### src/common/uart_pkg.sv
/*
 * shared definitions for the line echo design
 * line size, byte count width, ASCII control codes
 * rx beat and line structs
 */
package uart_pkg;

    // line geometry
    localparam int LINE_BYTES = 16;         // max payload bytes per line
    localparam int LEN_W      = 5;          // holds 0..LINE_BYTES

    // control characters seen on the serial line
    localparam logic [7:0] ASCII_CR = 8'h0D;    // carriage return
    localparam logic [7:0] ASCII_LF = 8'h0A;    // line feed

    // one received byte, valid for a single cycle
    typedef struct packed {
        logic       valid;
        logic [7:0] data;
    } rx_beat_t;

    // one complete line
    // byte 0 sits in the low bits of bytes
    typedef struct packed {
        logic [LEN_W-1:0]                len;     // number of payload bytes
        logic [LINE_BYTES-1:0][7:0]      bytes;   // payload, unused tail is don't care
    } line_t;

endpackage

### src/hw/uart/uart_rx.sv
`timescale 1ns/1ps
/*
 * 8N1 serial receiver
 * two-flop input sync, start edge detect, mid-bit sampling,
 * stop bit framing check, one-cycle valid per good byte
 */
module uart_rx #(
    parameter int CLK_FREQ  = 50_000_000,
    parameter int BAUD_RATE = 115_200
) (
    input  logic               sys_clk,
    input  logic               sys_rst_n,
    input  logic               uart_rx_port,
    output uart_pkg::rx_beat_t rx_beat
);

    localparam int CLKS_PER_BIT = CLK_FREQ / BAUD_RATE;
    localparam int CNT_W        = $clog2(CLKS_PER_BIT);
    localparam logic [CNT_W-1:0] BIT_END  = CNT_W'(CLKS_PER_BIT - 1);
    localparam logic [CNT_W-1:0] HALF_END = CNT_W'(CLKS_PER_BIT / 2 - 1);

    typedef enum logic [1:0] {RX_IDLE, RX_START, RX_DATA, RX_STOP} rx_state_t;

    rx_state_t        state;
    logic             rx_meta, rx_sync, rx_prev;   // sync chain + edge history
    logic [CNT_W-1:0] clk_cnt;                     // clocks inside current bit
    logic [2:0]       bit_idx;                     // data bit number
    logic [7:0]       shift_reg;                   // assembled byte, no reset
    logic             beat_valid;

    assign rx_beat = '{valid: beat_valid, data: shift_reg};

    // line idles high, so the chain resets to 1
    always_ff @(posedge sys_clk) begin
        if (!sys_rst_n) begin
            rx_meta <= 1'b1;
            rx_sync <= 1'b1;
            rx_prev <= 1'b1;
        end else begin
            rx_meta <= uart_rx_port;
            rx_sync <= rx_meta;
            rx_prev <= rx_sync;
        end
    end

    always_ff @(posedge sys_clk) begin
        if (!sys_rst_n) begin
            state      <= RX_IDLE;
            clk_cnt    <= '0;
            bit_idx    <= '0;
            beat_valid <= 1'b0;
        end else begin
            beat_valid <= 1'b0;                    // pulse by default off
            case (state)
                RX_IDLE: if (rx_prev && !rx_sync) begin   // falling edge = start
                    state   <= RX_START;
                    clk_cnt <= '0;
                end
                RX_START: if (clk_cnt == HALF_END) begin
                    clk_cnt <= '0;
                    bit_idx <= '0;
                    state   <= rx_sync ? RX_IDLE : RX_DATA;   // high here is a glitch
                end else begin
                    clk_cnt <= clk_cnt + 1'b1;
                end
                RX_DATA: if (clk_cnt == BIT_END) begin
                    clk_cnt <= '0;
                    bit_idx <= bit_idx + 1'b1;
                    if (bit_idx == 3'd7)
                        state <= RX_STOP;
                end else begin
                    clk_cnt <= clk_cnt + 1'b1;
                end
                RX_STOP: if (clk_cnt == BIT_END) begin
                    clk_cnt    <= '0;
                    beat_valid <= rx_sync;         // low stop bit drops the byte
                    state      <= RX_IDLE;
                end else begin
                    clk_cnt <= clk_cnt + 1'b1;
                end
                default: state <= RX_IDLE;
            endcase
        end
    end

    // lsb arrives first, shift in from the top
    always_ff @(posedge sys_clk) begin
        if (state == RX_DATA && clk_cnt == BIT_END)
            shift_reg <= {rx_sync, shift_reg[7:1]};
    end

endmodule

### src/hw/uart/uart_tx.sv
`timescale 1ns/1ps
/*
 * 8N1 serial transmitter
 * byte taken on a four-phase req/ack handshake,
 * ack raised once the stop bit has fully ended
 */
module uart_tx #(
    parameter int CLK_FREQ  = 50_000_000,
    parameter int BAUD_RATE = 115_200
) (
    input  logic       sys_clk,
    input  logic       sys_rst_n,
    input  logic [7:0] tx_byte,
    input  logic       tx_req,
    output logic       tx_ack,
    output logic       uart_tx_port
);

    localparam int CLKS_PER_BIT = CLK_FREQ / BAUD_RATE;
    localparam int CNT_W        = $clog2(CLKS_PER_BIT);
    localparam logic [CNT_W-1:0] BIT_END = CNT_W'(CLKS_PER_BIT - 1);

    typedef enum logic [1:0] {TX_IDLE, TX_SEND, TX_ACK} tx_state_t;

    tx_state_t        state;
    logic [CNT_W-1:0] clk_cnt;
    logic [3:0]       bit_idx;     // bits finished, start bit is 0
    logic [8:0]       frame;       // data bits then stop bit, no reset

    always_ff @(posedge sys_clk) begin
        if (!sys_rst_n) begin
            state        <= TX_IDLE;
            clk_cnt      <= '0;
            bit_idx      <= '0;
            tx_ack       <= 1'b0;
            uart_tx_port <= 1'b1;                  // idle high
        end else begin
            case (state)
                TX_IDLE: if (tx_req) begin
                    frame        <= {1'b1, tx_byte};
                    uart_tx_port <= 1'b0;          // start bit
                    clk_cnt      <= '0;
                    bit_idx      <= '0;
                    state        <= TX_SEND;
                end
                TX_SEND: if (clk_cnt == BIT_END) begin
                    clk_cnt <= '0;
                    if (bit_idx == 4'd9) begin     // stop bit just ended
                        tx_ack <= 1'b1;
                        state  <= TX_ACK;
                    end else begin
                        uart_tx_port <= frame[0];
                        frame        <= frame >> 1;
                        bit_idx      <= bit_idx + 1'b1;
                    end
                end else begin
                    clk_cnt <= clk_cnt + 1'b1;
                end
                TX_ACK: if (!tx_req) begin         // phase 4
                    tx_ack <= 1'b0;
                    state  <= TX_IDLE;
                end
                default: state <= TX_IDLE;
            endcase
        end
    end

endmodule

### src/hw/line/line_assembler.sv
`timescale 1ns/1ps
/*
 * line builder on the receive side
 * stores bytes, drops CR, closes a line on LF or when full,
 * then offers it on a four-phase req/ack handshake
 */
module line_assembler (
    input  logic               sys_clk,
    input  logic               sys_rst_n,
    input  uart_pkg::rx_beat_t rx_beat,
    output uart_pkg::line_t    line_in,
    output logic               line_in_req,
    input  logic               line_in_ack
);

    localparam int IDX_W = $clog2(uart_pkg::LINE_BYTES);

    logic [uart_pkg::LINE_BYTES-1:0][7:0] buf_bytes;   // line storage, no reset
    logic [uart_pkg::LEN_W-1:0]           wr_cnt;      // next free slot
    logic [uart_pkg::LEN_W-1:0]           line_len;    // length of closed line
    logic                                 busy;        // handshake in progress
    logic                                 is_cr, is_lf;

    assign line_in = '{len: line_len, bytes: buf_bytes};
    assign busy    = line_in_req | line_in_ack;        // bytes dropped meanwhile
    assign is_cr   = (rx_beat.data == uart_pkg::ASCII_CR);
    assign is_lf   = (rx_beat.data == uart_pkg::ASCII_LF);

    always_ff @(posedge sys_clk) begin
        if (!sys_rst_n) begin
            wr_cnt      <= '0;
            line_len    <= '0;
            line_in_req <= 1'b0;
        end else if (line_in_req) begin
            if (line_in_ack)
                line_in_req <= 1'b0;                   // phase 3
        end else if (!line_in_ack && rx_beat.valid && !is_cr) begin
            if (is_lf) begin                           // LF closes, not stored
                line_len    <= wr_cnt;
                line_in_req <= 1'b1;
                wr_cnt      <= '0;
            end else if (wr_cnt == uart_pkg::LEN_W'(uart_pkg::LINE_BYTES - 1)) begin
                line_len    <= uart_pkg::LEN_W'(uart_pkg::LINE_BYTES);   // full line
                line_in_req <= 1'b1;
                wr_cnt      <= '0;
            end else begin
                wr_cnt <= wr_cnt + 1'b1;
            end
        end
    end

    // payload write, only for ordinary bytes outside a handshake
    always_ff @(posedge sys_clk) begin
        if (!busy && rx_beat.valid && !is_cr && !is_lf)
            buf_bytes[wr_cnt[IDX_W-1:0]] <= rx_beat.data;
    end

endmodule

### src/hw/line/line_sender.sv
`timescale 1ns/1ps
/*
 * line walker on the transmit side
 * feeds len payload bytes then CR and LF to the transmitter,
 * one full req/ack cycle per byte, acks the line when done
 */
module line_sender (
    input  logic            sys_clk,
    input  logic            sys_rst_n,
    input  uart_pkg::line_t line_out,
    input  logic            line_out_req,
    output logic            line_out_ack,
    output logic [7:0]      tx_byte,
    output logic            tx_req,
    input  logic            tx_ack
);

    localparam int IDX_W = $clog2(uart_pkg::LINE_BYTES);

    typedef enum logic [1:0] {SND_IDLE, SND_REQ, SND_REL, SND_DONE} snd_state_t;

    snd_state_t                 state;
    logic [uart_pkg::LEN_W-1:0] idx;        // bytes handed over so far
    logic [uart_pkg::LEN_W-1:0] end_idx;    // payload plus CR and LF
    logic [7:0]                 next_byte;

    // line_out is held by the controller until our ack falls
    assign end_idx = line_out.len + uart_pkg::LEN_W'(2);

    // payload first, then the two line end codes
    always_comb begin
        if (idx < line_out.len)
            next_byte = line_out.bytes[idx[IDX_W-1:0]];
        else if (idx == line_out.len)
            next_byte = uart_pkg::ASCII_CR;
        else
            next_byte = uart_pkg::ASCII_LF;
    end

    always_ff @(posedge sys_clk) begin
        if (!sys_rst_n) begin
            state        <= SND_IDLE;
            idx          <= '0;
            tx_byte      <= '0;
            tx_req       <= 1'b0;
            line_out_ack <= 1'b0;
        end else begin
            case (state)
                SND_IDLE: if (line_out_req) begin
                    tx_byte <= next_byte;          // idx is 0 here
                    tx_req  <= 1'b1;
                    state   <= SND_REQ;
                end
                SND_REQ: if (tx_ack) begin         // stop bit of this byte has ended
                    tx_req <= 1'b0;                // phase 3
                    idx    <= idx + 1'b1;
                    state  <= SND_REL;
                end
                SND_REL: if (!tx_ack) begin        // phase 4 seen, next req allowed
                    if (idx == end_idx) begin
                        idx          <= '0;
                        line_out_ack <= 1'b1;      // trailing LF went out
                        state        <= SND_DONE;
                    end else begin
                        tx_byte <= next_byte;
                        tx_req  <= 1'b1;
                        state   <= SND_REQ;
                    end
                end
                SND_DONE: if (!line_out_req) begin
                    line_out_ack <= 1'b0;          // controller frees its slot on this fall
                    state        <= SND_IDLE;
                end
                default: state <= SND_IDLE;
            endcase
        end
    end

endmodule

### src/hw/uart_echo_ctrl.sv
`timescale 1ns/1ps
/*
 * echo controller
 * one-line slot between assembler and sender,
 * both handshake sides, first byte published on rx_data
 */
module uart_echo_ctrl (
    input  logic            sys_clk,
    input  logic            sys_rst_n,
    input  uart_pkg::line_t line_in,
    input  logic            line_in_req,
    output logic            line_in_ack,
    output uart_pkg::line_t line_out,
    output logic            line_out_req,
    input  logic            line_out_ack,
    output logic [7:0]      rx_data
);

    uart_pkg::line_t slot;          // line in flight, no reset
    logic            slot_full;
    logic            in_ack_d;      // for ack fall on the input side
    logic            out_ack_d;     // for ack fall on the output side

    assign line_out = slot;         // held until line_out_ack falls

    always_ff @(posedge sys_clk) begin
        if (!sys_rst_n) begin
            slot_full    <= 1'b0;
            line_in_ack  <= 1'b0;
            line_out_req <= 1'b0;
            in_ack_d     <= 1'b0;
            out_ack_d    <= 1'b0;
            rx_data      <= 8'd0;
        end else begin
            in_ack_d  <= line_in_ack;
            out_ack_d <= line_out_ack;
            // input side
            if (line_in_req && !line_in_ack && !slot_full) begin
                line_in_ack <= 1'b1;
                slot_full   <= 1'b1;
                if (line_in.len != '0)
                    rx_data <= line_in.bytes[0];   // empty line keeps old value
            end else if (line_in_ack && !line_in_req) begin
                line_in_ack <= 1'b0;               // phase 4
            end
            // output side, launch one cycle after input ack fell
            if (in_ack_d && !line_in_ack)
                line_out_req <= 1'b1;
            else if (line_out_req && line_out_ack)
                line_out_req <= 1'b0;
            if (out_ack_d && !line_out_ack)
                slot_full <= 1'b0;                 // sender finished
        end
    end

    always_ff @(posedge sys_clk) begin
        if (line_in_req && !line_in_ack && !slot_full)
            slot <= line_in;
    end

endmodule

### src/hw/uart_echo_top.sv
`timescale 1ns/1ps
/*
 * UART line echo top level
 * receiver, line assembler, echo controller, line sender, transmitter
 */
module uart_echo_top #(
    parameter int CLK_FREQ  = 50_000_000,
    parameter int BAUD_RATE = 115_200
) (
    input  logic       sys_clk,
    input  logic       sys_rst_n,
    input  logic       uart_rx_port,
    output logic       uart_tx_port,
    output logic [7:0] rx_data
);

    uart_pkg::rx_beat_t rx_beat;
    uart_pkg::line_t    line_in, line_out;
    logic               line_in_req, line_in_ack;
    logic               line_out_req, line_out_ack;
    logic [7:0]         tx_byte;
    logic               tx_req, tx_ack;

    // input side
    uart_rx #(.CLK_FREQ(CLK_FREQ), .BAUD_RATE(BAUD_RATE)) ins_uart_rx (
        .sys_clk(sys_clk), .sys_rst_n(sys_rst_n),
        .uart_rx_port(uart_rx_port), .rx_beat(rx_beat)
    );
    line_assembler ins_line_assembler (
        .sys_clk(sys_clk), .sys_rst_n(sys_rst_n), .rx_beat(rx_beat),
        .line_in(line_in), .line_in_req(line_in_req), .line_in_ack(line_in_ack)
    );

    // one line slot
    uart_echo_ctrl ins_uart_echo_ctrl (
        .sys_clk(sys_clk), .sys_rst_n(sys_rst_n),
        .line_in(line_in), .line_in_req(line_in_req), .line_in_ack(line_in_ack),
        .line_out(line_out), .line_out_req(line_out_req), .line_out_ack(line_out_ack),
        .rx_data(rx_data)
    );

    // output side
    line_sender ins_line_sender (
        .sys_clk(sys_clk), .sys_rst_n(sys_rst_n),
        .line_out(line_out), .line_out_req(line_out_req), .line_out_ack(line_out_ack),
        .tx_byte(tx_byte), .tx_req(tx_req), .tx_ack(tx_ack)
    );
    uart_tx #(.CLK_FREQ(CLK_FREQ), .BAUD_RATE(BAUD_RATE)) ins_uart_tx (
        .sys_clk(sys_clk), .sys_rst_n(sys_rst_n), .tx_byte(tx_byte),
        .tx_req(tx_req), .tx_ack(tx_ack), .uart_tx_port(uart_tx_port)
    );

endmodule

### config.mk
export PLATFORM = sky130hd
export DESIGN_NAME = uart_echo_top
export DESIGN_NICKNAME = d
export VERILOG_FILES = /design/src/common/uart_pkg.sv /design/src/hw/uart/uart_rx.sv /design/src/hw/uart/uart_tx.sv /design/src/hw/line/line_assembler.sv /design/src/hw/line/line_sender.sv /design/src/hw/uart_echo_ctrl.sv /design/src/hw/uart_echo_top.sv
export SDC_FILE = /design/constraint.sdc
export NUM_CORES = 1
export LEC_CHECK = 0
export ABC_AREA = 1
export BUFFER_PORTS_ARGS = -buffer_cell sky130_fd_sc_hd__buf_2
export CORE_MARGIN = 10
export CORE_UTILIZATION = 29
export CTS_CLUSTER_SIZE = 25
export DETAILED_ROUTE_END_ITERATION = 12
export GPL_TIMING_DRIVEN = 1
export PLACE_DENSITY = 0.44
export SETUP_SLACK_MARGIN = 0.4
export SYNTH_ARGS = -nofsm -noshare
export SYNTH_HDL_FRONTEND = slang
export SYNTH_SLANG_ARGS = --single-unit
### constraint.sdc
create_clock -name sys_clk -period 17.25 [get_ports sys_clk]
set_input_delay 3.45 -clock sys_clk [delete_from_list [all_inputs] [get_ports sys_clk]]
set_output_delay 3.45 -clock sys_clk [all_outputs]
set_load 0.01 [all_outputs]
==> results.py, run 1 <==
metrics = {
    "global_routing": {
        "grt_pass1_wl_mm": 47.88,
        "grt_pass1_vias": 8315,
        "grt_max_degree": 83,
        "grtUsageTotal_pct": 10.86,
        "grt_remaining_overflow": 0,
        "antenna_found_initial": 0,
    },
    "placed_design": {
        "hpwlAfterDp_mm": 18.11,
        "port_buffers": 11,
        "dp_cells": 1774,
        "place.gp.congestion": 0.7446,
    },
    "clock_network": {
        "ctsHoldBuffers": 0,
        "clkSinkCount": 354,
        "cts_tree": "built",
        "clockBufferDepth": 3,
        "root_buffer": "clkbuf_16",
        "post_cts_resized": 0,
        "path_clk_slew_ps": 60,
        "clock_latency_ps": 540,
        "numCtsBuffers": 39,
        "post-cts-setup-buffers": 0,
        "cts_htree_levels": 2,
    },
    "pwr": {
        "p_int_mw": 1.489,
        "switching_share_pct": 27.00,
        "power_frac_seq_pct": 47.1,
        "power.switching_mw": 0.5509,
        "powerDensity_mw_per_mm2": 130.3,
        "combPwrFrac_pct": 13.5,
        "clockPowerShare_pct": 39.4,
        "totalPowerFinal_mw": 2.040,
        "p_leak_nw": 5.627,
        "ir_worst_vdd_mv": 0.07744,
    },
    "timing": {
        "tightest_slew_ps": 1096,
        "clock_skew_ps": 18.80,
        "finalSetupViolations": 0,
        "max_freq_mhz": 221.6,
        "period_minus_slack_ps": 4512,
        "finalHoldViolCount": 0,
        "rsz0062_at_grt": "no",
        "finalMaxSlewViolations": 0,
        "period_share_pct": 26.16,
        "tns_ps": 0,
        "slew_headroom_pct": 26.64,
    },
    "detailed_routing": {
        "drt-pass1-iter-count": 4,
        "drtAntennaViolNets": 0,
        "drt_iter0_drc": 468,
        "routed_via_density": 4.475,
        "wirelength_mm": 30.52,
        "num_vias": 8256,
        "drc_errors": 0,
        "wire_per_inst_um": 16.54,
    },
    "worst_setup_path": {
        "critPathKind": "in -> reg",
        "crit_chain": "buf_2 > inv_1 > nor2_1",
        "cp.required_ps": 17400,
        "crit_arrival_ps": 4670,
        "endpoint_kind": "register",
        "crit_fanout": 30,
        "start_kind": "input port",
        "cpPeakStageDelay_ps": 580,
        "cpMaxStageDelayCell": "nor2_1",
    },
    "min_path": {
        "hp-class": "reg -> reg",
    },
    "layout": {
        "nFillCells": 4742,
        "drive_above_1_share_pct": 8.078,
        "final_cells": 1845,
        "antennaDiodeCount": 0,
        "area_growth_syn_to_layout_pct": 14.09,
        "largest_reg_flops": 133,
        "nets": 1236,
    },
    "die": {
        "io_pins": 12,
        "die_h_um": 237.5,
        "die_area_mm2": 0.05643,
        "coreArea_mm2": 0.04665,
        "initial_utilization_pct": 29.42,
        "die_w_um": 237.5,
        "num_rows": 79,
    },
    "synth": {
        "synth_cell_type_count": 39,
        "ys_seq_area_share_pct": 71.91,
        "syn_area_per_cell_um2": 11.61,
        "ys.warnings.count": 0,
        "synthesis.area_mm2": 0.01372,
        "syn-num-nets": 1210,
        "ys_seq_elements": 354,
        "syn_inst": 1182,
    },
    "status": {
        "outcome": "finished, final reports clean",
    },
    "job": {
        "maxCapViolations": 0,
    },
}
-- cell usage after synthesis (all sizes together) --
library cell	number	area (µm²)
clkbuf	14	52.55
inv	96	362.8
dfxtp	76	1521
nor2	137	531.8
xor2	8	70.07
a31o	1	8.760
o211ai	4	30.03
ha	25	312.8
a21boi	2	18.77
edfxtp	278	8348
a31oi	2	12.51
a21oi	41	209.0
xnor2	2	17.52
nand2	291	1107
o31ai	1	7.510
or2	7	43.79
nand4	14	93.84
nor3	19	95.09
nor3b	2	15.01
o22ai	6	37.54
buf	21	130.1
o21ai	47	235.2
a211oi	7	52.55
nand3	81	410.4
-- power groups by stage --
| stage | sequential [mW] | combinational (mW) | clock [mW] |
|---|---|---|---|
| 6_report | 0.962 | 0.275 | 0.803 |
| 4_1_cts | 0.962 | 0.282 | 0.827 |
| 2_1_floorplan | 0.973 | 0.204 | 0 |
| 3_3_place_gp | 0.979 | 0.280 | 0 |
| 5_1_grt | 0.966 | 0.316 | 0.863 |
| 3_5_place_dp | 0.980 | 0.281 | 0 |
-- critical path: cells and delay by family --
| family | cells | cell delay, ps |
|---|---|---|
| and+or+nand+nor | 1 | 580 |
| buffers and inverters | 2 | 630 |
-- logic make-up after synthesis --
family,count (synthesis),share of synthesized area (%)
simple gates,551,16.74
xor+xnor,10,0.6382
compound gates,111,4.458
flops,354,71.91
fa+ha+maj,25,2.279
buf+inv,131,3.975
-- per-layer routing --
| layer | share of wire (%) | up-vias | routed length [µm] | global-route usage, % |
|---|---|---|---|---|
| li1 | - | 4096 | - | - |
| met1 | 46 | 4009 | 13920 | 13.61 |
| met2 | 49 | 99 | 14830 | 18.47 |
| met3 | 3.4 | 52 | 1031 | 2.048 |
| met4 | 2.4 | 0 | 736 | 3.709 |
| met5 | 0 | - | 0 | 0 |
-- final timing paths --
kind                            slack (ps)  cells past startpoint                                       from                                    endpoint
worst max-delay path                 12740                      3                                  sys_rst_n              ins_uart_tx.frame[1]$_DFFE_PP_
worst max register to register       13860                      8         ins_uart_rx.shift_reg[1]$_DFFE_PP_    ins_line_assembler.line_in[77]$_DFFE_PP_
worst min-delay path                   400                      0  ins_line_assembler.line_in[109]$_DFFE_PP_  ins_uart_echo_ctrl.line_out[109]$_DFFE_PP_
worst min register to register         400                      0  ins_line_assembler.line_in[109]$_DFFE_PP_  ins_uart_echo_ctrl.line_out[109]$_DFFE_PP_
-- area by class of cell --
class	instances	area, µm²	share of cell area, %
Clock inverter	18	175.2	1.119
Sequential cell	354	9872	63.04
Timing Repair Buffer	20	122.6	0.7831
Inverter	96	362.8	2.317
Tap cell	607	759.5	4.850
Multi-Input combinational cell	697	3317	21.18
Clock buffer	53	1050	6.704
-- per-stage QoR --
step	util, %	setup WS, ps	instance area (µm²)	hold slack, ps
2_1_floorplan	-	9562	13720	392.5
3_3_place_gp	30.94	12190	14430	400.1
3_5_place_dp	30.94	12150	14430	404.5
4_1_cts	33.56	12720	15660	408.1
5_1_grt	33.56	12630	15660	416.4
6_report	33.56	12740	15660	403.7
-- cell usage in the layout (no fill, tap or decap), types with 5 or more instances in the layout --
| cell type | count |
|---|---|
| or2_0 | 5 |
| buf_2 | 11 |
| clkbuf_16 | 40 |
| xor2_1 | 8 |
| nand2_1 | 287 |
| nor3_1 | 19 |
| buf_4 | 9 |
| clkinv_2 | 9 |
| clkbuf_1 | 13 |
| nand4_1 | 13 |
| edfxtp_1 | 278 |
| a211oi_1 | 7 |
| nand3_1 | 80 |
| a21oi_1 | 40 |
| nor2_1 | 131 |
| o21ai_0 | 43 |
| inv_1 | 89 |
| inv_2 | 6 |
| dfxtp_1 | 74 |
| o22ai_1 | 6 |
| ha_1 | 25 |
Power figures use the tool's default switching activity.
==> run 2, diff against run 1 <==
--- a/config.mk
+++ b/config.mk
@@ -5,14 +5,14 @@
 export SDC_FILE = /design/constraint.sdc
 export NUM_CORES = 1
 export LEC_CHECK = 0
-export ABC_AREA = 1
+export ABC_AREA = 0
 export BUFFER_PORTS_ARGS = -buffer_cell sky130_fd_sc_hd__buf_2
 export CORE_MARGIN = 10
 export CORE_UTILIZATION = 29
 export CTS_CLUSTER_SIZE = 25
 export DETAILED_ROUTE_END_ITERATION = 12
 export GPL_TIMING_DRIVEN = 1
-export PLACE_DENSITY = 0.44
+export PLACE_DENSITY = 0.45
 export SETUP_SLACK_MARGIN = 0.4
 export SYNTH_ARGS = -nofsm -noshare
 export SYNTH_HDL_FRONTEND = slang
==> constraint.sdc (replaced) <==
create_clock -name sys_clk -period 3.7 [get_ports sys_clk]
set_input_delay 0.74 -clock sys_clk [delete_from_list [all_inputs] [get_ports sys_clk]]
set_output_delay 0.74 -clock sys_clk [all_outputs]
set_load 0.01 [all_outputs]
==> run 2 against run 1 <==
Effect of this change: non-clock buffer count is 15 higher; critical path depth rose by 2; first-iteration DRC count decreased by 6.8%; wire length shrank 6.3%; synthesized area fell by 2.4%; clock-buffer cell count down 6; power rose to 4.1 times the previous value; worst setup slack lost 12000 ps; clock power rose to 4.8 times the previous value; utilization up 0.52 points; global-route usage shrank 0.75 points; critical path type is now reg -> reg.
==> results.py, run 2 <==
metrics = {
    "synth": {
        "syn-num-nets": 886,
        "synth_cell_type_count": 68,
        "synthFlopType": "edfxtp_1",
        "synth-edff-count": 278,
        "synthesis.area_mm2": 0.01340,
        "synth_top_area_share_pct": 62.31,
        "synth_common_cells": "278 x edfxtp_1, 76 x dfxtp_1, 67 x nand2_1, 63 x nor2_1",
        "async_flop_share_pct": 0,
        "ys.warnings.count": 0,
        "syn_area_per_cell_um2": 15.62,
        "yosysMostFrequentCell": "edfxtp_1",
        "synth_area_leaders": "edfxtp_1 62%, dfxtp_1 11%, mux4_2 4.5%",
        "syn_inst": 858,
        "ys_seq_area_share_pct": 73.66,
        "ys_seq_elements": 354,
        "synth_top_area_cell": "edfxtp_1",
    },
    "timing": {
        "rsz0062_at_grt": "no",
        "period_share_pct": 73.01,
        "finalMaxSlewViolations": 0,
        "finalHoldViolCount": 0,
        "setup_slack_ps": 998.6,
        "period_minus_slack_ps": 2701,
        "slew_headroom_pct": 31.81,
        "tns_ps": 0,
        "clock_skew_ps": 22.86,
        "tightest_slew_ps": 1019,
        "finalSetupViolations": 0,
        "max_freq_mhz": 370.2,
    },
    "placed_design": {
        "place.gp.congestion": 0.7559,
        "port_buffers": 11,
        "pre_cts_ws_ps": 944.8,
        "hpwlAfterDp_mm": 18.71,
    },
    "clock_network": {
        "ctsHoldBuffers": 0,
        "path_clk_slew_ps": 60,
        "cts_htree_levels": 2,
        "cts_tree": "built",
        "clockBufferDepth": 3,
        "clkSinkCount": 354,
        "root_buffer": "clkbuf_16",
        "post_cts_resized": 0,
        "post-cts-setup-buffers": 0,
        "clock_latency_ps": 550,
        "numCtsBuffers": 38,
    },
    "global_routing": {
        "grtUsageTotal_pct": 10.11,
        "antenna_found_initial": 0,
        "grt_remaining_overflow": 0,
        "grt_pass1_vias": 6999,
        "grt_max_degree": 135,
        "grt_pass1_wl_mm": 43.92,
    },
    "worst_setup_path": {
        "start_kind": "register",
        "cp_num_cells": 5,
        "critPathMostFrequentCell": "nand2_1",
        "crit_chain": "nor4_2 > nand2_1 > o21a_1 > nand2_1 > nor2_1",
        "crit_arrival_ps": 2860,
        "cpPeakStageDelay_ps": 820,
        "critPathKind": "reg -> reg",
        "rr_worst_depth": 5,
        "r2r_slack_ps": 1000,
        "crit_buf_inv": 0,
        "crit_fanout": 18,
        "cp.required_ps": 3860,
        "cpMaxStageDelayCell": "nor2_1",
        "endpoint_kind": "register",
        "cp_top_family": "simple AND/OR/NAND/NOR gates",
    },
    "layout": {
        "antennaDiodeCount": 0,
        "final_cell_mix": "278 x edfxtp_1, 72 x dfxtp_1, 67 x nand2_1",
        "nets": 931,
        "drive_above_1_share_pct": 14.81,
        "largest_reg_flops": 133,
        "final_common_cell": "edfxtp_1",
        "area_growth_syn_to_layout_pct": 15.93,
    },
    "pwr": {
        "powerDensity_mw_per_mm2": 532.1,
        "ir_worst_vdd_mv": 0.3901,
        "p_leak_nw": 5.069,
    },
    "detailed_routing": {
        "drc_errors": 0,
        "drt_iter0_drc": 436,
        "drt-pass1-iter-count": 5,
        "wirelength_mm": 28.61,
        "wire_per_inst_um": 18.67,
        "num_vias": 6956,
        "routed_via_density": 4.540,
        "drtAntennaViolNets": 0,
    },
    "die": {
        "initial_utilization_pct": 29.40,
        "coreArea_mm2": 0.04558,
        "die_h_um": 234.9,
        "die_area_mm2": 0.05520,
        "num_rows": 78,
        "die_w_um": 234.9,
        "io_pins": 12,
    },
    "job": {
        "maxCapViolations": 0,
    },
    "min_path": {
        "min_path_cells": 2,
        "hp-class": "in -> reg",
    },
    "status": {
        "outcome": "finished, final reports clean",
    },
}
run 2: area by class of cell:
cell class / count / area (µm²)
repair buffers: 35 / 260.3
fillers: 4323 / 30040
clock inverters: 22 / 265.3
clock buffers: 47 / 994.7
flip-flops and latches: 354 / 9874
multi-input cells: 447 / 3286
well taps: 600 / 750.7
inverters: 27 / 101.3
run 2: logic make-up (layout without fill, tap and decap cells):
family          count (synthesis)  after routing  synth area share (%)
buf+inv                        57            131                 1.924
simple gates                  243            243                 8.937
flops                         354            354                 73.66
xor+xnor                       21             21                 1.373
mux                            50             50                 6.276
compound gates                108            108                 5.491
fa+ha+maj                      25             25                 2.335
run 2: worst paths after layout:
| path | to | start |
|---|---|---|
| max reg2reg | ins_line_assembler.line_in[38]$_DFFE_PP_ | ins_uart_rx.shift_reg[7]$_DFFE_PP_ |
| min reg2reg | ins_uart_rx.rx_sync$_SDFF_PN1_ | ins_uart_rx.rx_meta$_SDFF_PN1_ |
| min | ins_uart_rx.rx_meta$_SDFF_PN1_ | uart_rx_port |
| max | ins_line_assembler.line_in[38]$_DFFE_PP_ | ins_uart_rx.shift_reg[7]$_DFFE_PP_ |
run 2: worst register-to-register path, delay by kind of cell (launching register included):
kind               cells  cell delay, ps
AOI/OAI and AO/OA      1             240
and+or+nand+nor        4            1280
DFF                    1             800
run 2: where the power goes:
part           switching [mW]  internal [mW]
Combinational           0.122         0.0631
Sequential             0.0154           4.25
Clock                    1.59           2.22
run 2: metrics by stage:
step | power [mW] | hold slack (ps) | utilization [%] | cells | cell area (µm²)
2_1_floorplan | 4.477 | 386.3 | - | 858 | 13420
4_1_cts | 8.377 | 358.7 | 34.08 | 1532 | 15530
3_5_place_dp | 4.532 | 401.2 | 31.32 | 1463 | 14270
3_3_place_gp | 4.532 | 390.9 | 31.32 | 1463 | 14270
6_report | 8.264 | 380.4 | 34.08 | 1532 | 15530
5_1_grt | 8.545 | 373.1 | 34.08 | 1532 | 15530
run 2: routing by layer:
metal / routed length (µm) / global-route usage (%)
met3: 1257 / 2.192
met2: 12990 / 15.60
met4: 533 / 2.943
met5: 0 / 0
met1: 13830 / 13.97
